==> config.mk <==
export PLATFORM = sky130hd
export DESIGN_NAME = port_stats_regs
export DESIGN_NICKNAME = d
export VERILOG_FILES = /design/src/hdl/stats_cnt_pkg.sv /design/src/hdl/stats_regs_pkg.sv /design/src/hdl/counter_snapshot_bank.sv /design/src/hdl/drop_event_counter.sv /design/src/hdl/port_stats_regs.sv /design/src/hdl/stats_reg_access.sv
export SDC_FILE = /design/constraint.sdc
export NUM_CORES = 2
export LEC_CHECK = 0
export BUFFER_PORTS_ARGS = -buffer_cell sky130_fd_sc_hd__buf_2
export CORE_AREA = 2 2 335 337
export DETAILED_ROUTE_END_ITERATION = 10
export DIE_AREA = 0 0 337 339
export PLACE_DENSITY_LB_ADDON = 0.05
export SLEW_MARGIN = 20
export SYNTH_ARGS = -nofsm -noshare
export SYNTH_HDL_FRONTEND = slang
export SYNTH_SLANG_ARGS = --single-unit
export TNS_END_PERCENT = 5
==> constraint.sdc <==
create_clock -name clk_ifc -period 6.7 [get_ports clk_ifc]
set_input_delay 0.335 -clock clk_ifc [delete_from_list [all_inputs] [get_ports clk_ifc]]
set_output_delay 0.335 -clock clk_ifc [all_outputs]
set_load 0.01 [all_outputs]
==> src/hdl/stats_cnt_pkg.sv <==
////////////////////
// Port counter types
////////////////////

`default_nettype none

package stats_cnt_pkg;

    ////////////////////
    // Sizes

    // Physical ingress ports
    localparam int num_ports = 8;
    localparam int port_idx_width = $clog2(num_ports);

    localparam int cnt_width = 32;

    // Snapshot words kept for each port
    localparam int cnts_per_port = 4;
    localparam int cnt_sel_width = $clog2(cnts_per_port);

    ////////////////////
    // Types

    // One bit per port
    typedef logic [num_ports-1:0] port_mask_t;

    typedef logic [cnt_width-1:0] cnt_t;

    // Live counts driven by the packet path
    typedef struct packed {
        cnt_t pkts;
        cnt_t bytes;
        cnt_t errs;
    } port_counts_t;

    // Member order matches the register order within a port
    typedef struct packed {
        cnt_t pkts;
        cnt_t bytes;
        cnt_t errs;
        cnt_t drops;
    } port_snapshot_t;

    // Word position inside one port's block
    typedef enum logic [cnt_sel_width-1:0] {
        CNT_PKT,
        CNT_BYTE,
        CNT_ERR,
        CNT_DROP
    } cnt_sel_e;

endpackage

`default_nettype wire

==> src/hdl/stats_regs_pkg.sv <==
////////////////////
// Register map and bus types
////////////////////

`default_nettype none

package stats_regs_pkg;
    import stats_cnt_pkg::*;

    localparam int data_width = 32;

    // Word address
    localparam int addr_width = 8;

    ////////////////////
    // Identification

    // Version 1.0
    localparam logic [15:0] module_version = {8'd1, 8'd0};
    localparam logic [15:0] module_id = 16'd10;

    localparam logic [data_width-1:0] version_id_val = {module_version, module_id};

    ////////////////////
    // Register map

    typedef enum logic [addr_width-1:0] {
        ADDR_VERSION_ID       = 8'd0,
        ADDR_PORT_ENABLE_CON  = 8'd1,
        ADDR_PORT_ENABLE_STAT = 8'd2,
        ADDR_COUNTER_CON      = 8'd3,
        ADDR_COUNTERS_START   = 8'd4
    } reg_addr_e;

    // Four control words, then one block of snapshot words per port
    localparam int total_regs = ADDR_COUNTERS_START + num_ports * cnts_per_port;

    ////////////////////
    // Bus

    typedef enum logic [1:0] {
        CMD_IDLE,
        CMD_READ,
        CMD_WRITE
    } bus_cmd_e;

    typedef struct packed {
        bus_cmd_e               cmd;
        logic [addr_width-1:0]  addr;
        logic [data_width-1:0]  wr_data;
    } bus_req_t;

    typedef struct packed {
        logic                   rd_valid;
        logic [data_width-1:0]  rd_data;
    } bus_rsp_t;

endpackage

`default_nettype wire

==> src/hdl/counter_snapshot_bank.sv <==
////////////////////
// Counter snapshot bank
////////////////////

`timescale 1ns/1ns
`default_nettype none

module counter_snapshot_bank
    import stats_cnt_pkg::*;
(
    input  logic                            clk_ifc,
    input  logic                            peripheral_sresetn_core,

    // Counter-control register, one level per port
    input  port_mask_t                      sample_req,

    input  port_counts_t [num_ports-1:0]    live_counts,
    input  cnt_t [num_ports-1:0]            drop_counts,

    // Load strobe, also clears the drop counters
    output port_mask_t                      sample_now,

    output port_snapshot_t [num_ports-1:0]  snapshots
);

    port_mask_t sample_req_q;

    ////////////////////
    // Request edge detect

    // Holding a bit high does not sample again
    always_ff @(posedge clk_ifc) begin
        if (!peripheral_sresetn_core) begin
            sample_req_q <= '0;
            sample_now   <= '0;
        end else begin
            sample_req_q <= sample_req;
            sample_now   <= sample_req & ~sample_req_q;
        end
    end

    ////////////////////
    // Snapshot registers

    always_ff @(posedge clk_ifc) begin
        if (!peripheral_sresetn_core) begin
            snapshots <= '0;
        end else begin
            for (int p = 0; p < num_ports; p++) begin
                if (sample_now[p]) begin
                    snapshots[p] <= '{
                        pkts:  live_counts[p].pkts,
                        bytes: live_counts[p].bytes,
                        errs:  live_counts[p].errs,
                        drops: drop_counts[p]
                    };
                end
            end
        end
    end

    // One load per rising edge of a request bit
    for (genvar p = 0; p < num_ports; p++) begin : g_pulse_check
        a_single_pulse : assert property (
            @(posedge clk_ifc) disable iff (!peripheral_sresetn_core)
            sample_now[p] |=> !sample_now[p]
        );
    end

endmodule

`default_nettype wire

==> src/hdl/drop_event_counter.sv <==
////////////////////
// Buffer-full drop counters
////////////////////

`timescale 1ns/1ns
`default_nettype none

module drop_event_counter
    import stats_cnt_pkg::*;
(
    input  logic                        clk_ifc,
    input  logic                        peripheral_sresetn_core,

    // Level per port, one event per rising edge
    input  port_mask_t                  buf_full_drop,

    // Clear pulse from the snapshot bank
    input  port_mask_t                  sample_now,

    output cnt_t [num_ports-1:0]        drop_counts
);

    port_mask_t drop_q;
    port_mask_t drop_edge;

    ////////////////////
    // Edge detect

    always_ff @(posedge clk_ifc) begin
        if (!peripheral_sresetn_core) begin
            drop_q <= '0;
        end else begin
            drop_q <= buf_full_drop;
        end
    end

    assign drop_edge = buf_full_drop & ~drop_q;

    ////////////////////
    // Counters

    always_ff @(posedge clk_ifc) begin
        if (!peripheral_sresetn_core) begin
            drop_counts <= '0;
        end else begin
            for (int p = 0; p < num_ports; p++) begin
                if (sample_now[p]) begin
                    // An edge in the sample cycle opens the new period
                    drop_counts[p] <= drop_edge[p] ? cnt_t'(1) : '0;
                end else if (drop_edge[p]) begin
                    drop_counts[p] <= drop_counts[p] + cnt_t'(1);
                end
            end
        end
    end

    // Software must sample before a port's count runs out
    for (genvar p = 0; p < num_ports; p++) begin : g_wrap_check
        a_no_wrap : assert property (
            @(posedge clk_ifc) disable iff (!peripheral_sresetn_core)
            (drop_edge[p] && !sample_now[p]) |-> (drop_counts[p] != '1)
        );
    end

endmodule

`default_nettype wire

==> src/hdl/port_stats_regs.sv <==
////////////////////
// Port statistics registers
////////////////////

`timescale 1ns/1ns
`default_nettype none

module port_stats_regs
    import stats_cnt_pkg::*;
    import stats_regs_pkg::*;
(
    input  logic                            clk_ifc,
    input  logic                            peripheral_sresetn_core,

    // Register bus
    input  bus_req_t                        bus_req,
    output bus_rsp_t                        bus_rsp,

    // Packet path
    input  port_counts_t [num_ports-1:0]    live_counts,
    input  port_mask_t                      buf_full_drop,
    output port_mask_t                      ports_enable
);

    port_mask_t                     sample_req;
    port_mask_t                     sample_now;
    cnt_t [num_ports-1:0]           drop_counts;
    port_snapshot_t [num_ports-1:0] snapshots;

    ////////////////////
    // Drop event counting

    drop_event_counter i_drop_event_counter (
        .clk_ifc                 ( clk_ifc                 ),
        .peripheral_sresetn_core ( peripheral_sresetn_core ),
        .buf_full_drop           ( buf_full_drop           ),
        .sample_now              ( sample_now              ),
        .drop_counts             ( drop_counts             )
    );

    ////////////////////
    // Snapshots

    counter_snapshot_bank i_counter_snapshot_bank (
        .clk_ifc                 ( clk_ifc                 ),
        .peripheral_sresetn_core ( peripheral_sresetn_core ),
        .sample_req              ( sample_req              ),
        .live_counts             ( live_counts             ),
        .drop_counts             ( drop_counts             ),
        .sample_now              ( sample_now              ),
        .snapshots               ( snapshots               )
    );

    ////////////////////
    // Bus side

    stats_reg_access i_stats_reg_access (
        .clk_ifc                 ( clk_ifc                 ),
        .peripheral_sresetn_core ( peripheral_sresetn_core ),
        .bus_req                 ( bus_req                 ),
        .bus_rsp                 ( bus_rsp                 ),
        .snapshots               ( snapshots               ),
        .sample_req              ( sample_req              ),
        .ports_enable            ( ports_enable            )
    );

endmodule

`default_nettype wire

==> src/hdl/stats_reg_access.sv <==
////////////////////
// Register access
////////////////////

`timescale 1ns/1ns
`default_nettype none

module stats_reg_access
    import stats_cnt_pkg::*;
    import stats_regs_pkg::*;
(
    input  logic                            clk_ifc,
    input  logic                            peripheral_sresetn_core,

    input  bus_req_t                        bus_req,
    output bus_rsp_t                        bus_rsp,

    input  port_snapshot_t [num_ports-1:0]  snapshots,

    output port_mask_t                      sample_req,
    output port_mask_t                      ports_enable
);

    port_mask_t enable_con;
    port_mask_t enable_stat;
    port_mask_t counter_con;

    logic                       rsp_valid;
    logic [data_width-1:0]      rsp_data;
    logic [data_width-1:0]      rd_word;

    logic                       cnt_hit;
    logic [addr_width-1:0]      cnt_offset;
    logic [port_idx_width-1:0]  cnt_port;
    cnt_sel_e                   cnt_sel;

    ////////////////////
    // Control registers

    always_ff @(posedge clk_ifc) begin
        if (!peripheral_sresetn_core) begin
            enable_con  <= '1;
            enable_stat <= '1;
            counter_con <= '0;
        end else begin
            // Status lags control by one cycle
            enable_stat <= enable_con;

            if (bus_req.cmd == CMD_WRITE) begin
                if (bus_req.addr == ADDR_PORT_ENABLE_CON) begin
                    enable_con <= bus_req.wr_data[num_ports-1:0];
                end else if (bus_req.addr == ADDR_COUNTER_CON) begin
                    counter_con <= bus_req.wr_data[num_ports-1:0];
                end
            end
        end
    end

    assign ports_enable = enable_con;
    assign sample_req   = counter_con;

    ////////////////////
    // Read mux

    // Snapshot words are laid out port by port, four words each
    assign cnt_hit    = (bus_req.addr >= ADDR_COUNTERS_START) &&
                        (int'(bus_req.addr) < total_regs);
    assign cnt_offset = bus_req.addr - ADDR_COUNTERS_START;
    assign cnt_port   = cnt_offset[cnt_sel_width +: port_idx_width];
    assign cnt_sel    = cnt_sel_e'(cnt_offset[cnt_sel_width-1:0]);

    always_comb begin
        rd_word = '0;
        case (bus_req.addr)
            ADDR_VERSION_ID:       rd_word = version_id_val;
            ADDR_PORT_ENABLE_CON:  rd_word = data_width'(enable_con);
            ADDR_PORT_ENABLE_STAT: rd_word = data_width'(enable_stat);
            ADDR_COUNTER_CON:      rd_word = data_width'(counter_con);
            default: begin
                // Unmapped addresses stay zero
                if (cnt_hit) begin
                    case (cnt_sel)
                        CNT_PKT:  rd_word = snapshots[cnt_port].pkts;
                        CNT_BYTE: rd_word = snapshots[cnt_port].bytes;
                        CNT_ERR:  rd_word = snapshots[cnt_port].errs;
                        CNT_DROP: rd_word = snapshots[cnt_port].drops;
                        default:  rd_word = '0;
                    endcase
                end
            end
        endcase
    end

    ////////////////////
    // Response

    always_ff @(posedge clk_ifc) begin
        if (!peripheral_sresetn_core) begin
            rsp_valid <= 1'b0;
        end else begin
            rsp_valid <= (bus_req.cmd == CMD_READ);
        end
    end

    always_ff @(posedge clk_ifc) begin
        if (bus_req.cmd == CMD_READ) begin
            rsp_data <= rd_word;
        end
    end

    assign bus_rsp = '{rd_valid: rsp_valid, rd_data: rsp_data};

    // Fixed read latency of one cycle, in both directions
    a_read_rsp : assert property (
        @(posedge clk_ifc) disable iff (!peripheral_sresetn_core)
        (bus_req.cmd == CMD_READ) |=> rsp_valid
    );

    a_rsp_from_read : assert property (
        @(posedge clk_ifc) disable iff (!peripheral_sresetn_core)
        rsp_valid |-> $past(bus_req.cmd == CMD_READ)
    );

endmodule

`default_nettype wire

==> impl_metrics.csv <==
group,metric,value,unit
status,outcome,"finished, final reports clean",
power_and_ir_drop,combPwrFrac,0.079,
clock_tree,cts-root-buf,"clkbuf_16",
sta,timing.fmax,247,MHz
drt,drt_pass1_iterations,7,
die,io-pin-count,861,
placement,dp_slack,2130,ps
clock_tree,h-tree-depth,4,
cells_and_area,fin_area,78700,sq um
drt,wl,218000,um
sta,timing.setup.tns,0,ps
clock_tree,postCtsSetupBuffers,0,
die,die_w,337,um
global_route,grt_pass1_vias,49213,
logic_synthesis,synth_enable_flop_cells,32,
setup_path,critPathRequiredTime,7150,ps
flow_run,maxCapViolations,0,
placement,place.gp.congestion,0.976,
die,dieArea,114000,sq um
power_and_ir_drop,p_sw_frac,0.228,
sta,rsz0062_at_grt,"no",
drt,wl_per_cell,24.9,um
sta,hold_viol_final,0,
global_route,overflow,0,
sta,period_needed,4060,ps
cells_and_area,drive_gt1_frac,0.196,
logic_synthesis,yosysMostFrequentCell,"dfxtp_1",
power_and_ir_drop,vdd_drop_max,0.209,mV
logic_synthesis,synth.area.top_cells,"dfxtp_1 (44%), mux2i_1 (18%), nor2b_1 (11%), mux4_2 (8.5%), xnor2_1 (2.2%)",
die,start_util,0.549,
logic_synthesis,syn_area_per_cell,10.7,sq um
logic_synthesis,yosys.area.top_type,"dfxtp_1",
clock_tree,cts_buffers,146,
sta,finalSetupViolations,0,
placement,place_area,66000,sq um
global_route,antenna_found_initial,38,
sta,worst_slew_margin_rel,0.241,
die,row_count,122,
power_and_ir_drop,p_leak,26.6,nW
sta,tightestPinTransition,1130,ps
power_and_ir_drop,p_int,13.7,mW
logic_synthesis,ys_top_cells_by_count,"dfxtp_1 (1329), mux2i_1 (1092), nor2b_1 (1064), nand2_1 (321), clkbuf_1 (282)",
power_and_ir_drop,power_density,225,nW/um^2
clock_tree,clock-sinks,1361,
die,die_height,339,um
setup_path,rrSetupSlack,3840,ps
global_route,track_usage,0.372,
power_and_ir_drop,p_seq_frac,0.460,
clock_tree,cts.repair.resized,0,
sta,fin_skew,26.6,ps
power_and_ir_drop,p_sw,4.04,mW
logic_synthesis,ys_ff_latch,1361,
power_and_ir_drop,clockPowerShare,0.461,
sta,fin_crit_sh,0.605,
die,core_area,110000,sq um
cells_and_area,fin_nets,7948,
clock_tree,cts_tree,"built",
drt,viasPerCell,5.60,
clock_tree,clk_pin_slew_worst_paths,60,ps
drt,drtAntennaViolNets,0,
worst_hold_path,hp-class,"input pin to flip-flop",
drt,num_vias,48956,
sta,drv_slew,0,
logic_synthesis,syn-cell-area,60600,sq um
global_route,grt_pass1_wl,317000,um
clock_tree,clk_latency,760,ps
setup_path,start_kind,"input pin",
setup_path,critPathKind,"input pin to flip-flop",
logic_synthesis,yosysSeqAreaShare,0.455,
logic_synthesis,yosys_warnings,0,
drt,drcViolationCount,0,
placement,dpl.hpwl,148000,um
global_route,grt_max_degree,226,
logic_synthesis,netlist.area_leader.share,0.439,
logic_synthesis,synth_async_sr_flop_share,0,
placement,port_buffers,836,
logic_synthesis,synthFlopType,"dfxtp_1",
setup_path,crit_arrival,4500,ps
clock_tree,clockBufferDepth,3,
drt,drtIter0Drc,4099,
setup_path,crit_fanout,51,
logic_synthesis,netlist_instances,5674,
setup_path,cp-end-kind,"flip-flop",
logic_synthesis,synth_cell_type_count,62,
cells_and_area,syn2layout_area_growth,29.8,%
sta,finalWorstSetupSlack,2640,ps
logic_synthesis,synthesis.nets,6503,
## logic make-up (layout without fill, tap and decap cells)
family / count (synthesis) / after routing / synth area share
compound gates: 249 / 249 / 0.0263
flops: 1361 / 1361 / 0.455
xor+xnor: 204 / 204 / 0.0296
fa+ha+maj: 9 / 9 / 0.00186
simple gates: 2076 / 2076 / 0.191
buf+inv: 446 / 1997 / 0.0292
other cells: 0 / 33 / 0
mux: 1329 / 1329 / 0.267
## registers in the layout, indices dropped and copies added (netlist names)
signal / flops
i_counter_snapshot_bank.snapshots: 1024
i_stats_reg_access.rsp_data: 32
i_drop_event_counter.drop_counts: 256
i_stats_reg_access.sample_req: 8
i_stats_reg_access.ports_enable: 8
i_counter_snapshot_bank.sample_now: 8
i_counter_snapshot_bank.sample_req_q: 8
i_drop_event_counter.drop_q: 8
i_stats_reg_access.enable_stat: 8
i_stats_reg_access.rsp_valid: 1
## per-layer routing
| metal | part of all wire | wire length (um) | GRT usage | up-vias |
|---|---|---|---|---|
| met4 | 0.064 | 13900 | 0.213 | 14 |
| li1 | - | - | - | 22740 |
| met2 | 0.46 | 101000 | 0.600 | 2144 |
| met5 | 0.00044 | 97 | 0 | - |
| met3 | 0.088 | 19300 | 0.0939 | 504 |
| met1 | 0.39 | 84200 | 0.451 | 23554 |
## power by group through the flow
| stage | registers, mW | clock network, mW | logic, mW |
|---|---|---|---|
| final | 8.16 | 8.17 | 1.40 |
| after detailed placement | 8.34 | 0 | 0.967 |
| after global routing | 8.16 | 8.59 | 1.46 |
| after global placement | 8.34 | 0 | 0.962 |
| after floorplan | 8.34 | 0 | 0.490 |
| after CTS | 8.16 | 8.25 | 1.36 |
## critical path, cell delays in order
cell and delay [ps]:
buf_8 460, clkinv_1 310, buf_4 270, ha_4 840, buf_12 330, mux4_2 420
nand2_1 100, a31oi_1 320, nor3_1 900, a311oi_1 110
## final timing paths
| path | start | endpoint | cells past startpoint |
|---|---|---|---|
| worst min register to register | i_counter_snapshot_bank.sample_req_q[6] | i_counter_snapshot_bank.sample_now[6] | 1 |
| worst max-delay path | bus_req[34] | i_stats_reg_access.rsp_data[12] | 10 |
| worst max register to register | i_drop_event_counter.drop_q[1] | i_drop_event_counter.drop_counts[63] | 5 |
| worst min-delay path | peripheral_sresetn_core | i_counter_snapshot_bank.snapshots[863] | 2 |
## repair_timing
action                     in CTS  in global routing
hold endpoints to repair      794                  0
hold buffers                  784                  0
setup endpoints to repair       0                  0
## per-stage QoR
step           std cells   util  total power [mW]  hold WS, ps
4_1_cts             8713  0.713              17.8         28.4
2_1_floorplan       5674      -              8.83          367
3_3_place_gp        7675  0.598              9.30          362
3_5_place_dp        7675  0.598              9.30          363
5_1_grt             8735  0.713              18.2         48.3
6_report            8746  0.713              17.7         19.8
## area by class of cell
type	instances	area, sq um
sequential	1361	27600
tap	1488	1860
fill	7985	31600
multi-input combinational	3867	31400
clock inverter	45	417
timing repair buffer	1701	12800
inverter	42	158
clock buffer	209	4400
antenna	33	82.6
## placed cells by master, fill, tap and decap left out, types with 54 or more instances in the layout
master	instances
xnor2_1	148
nand2_1	321
nor4_1	57
buf_2	834
xor2_1	54
dlygate4sd3_1	784
nor2b_1	1063
a21oi_1	93
mux2i_1	1092
nor3_1	65
nor2_1	226
clkbuf_16	155
buf_4	66
nand3_1	88
mux4_2	228
dfxtp_1	1321
No activity file was read; power rests on OpenSTA's default activity.
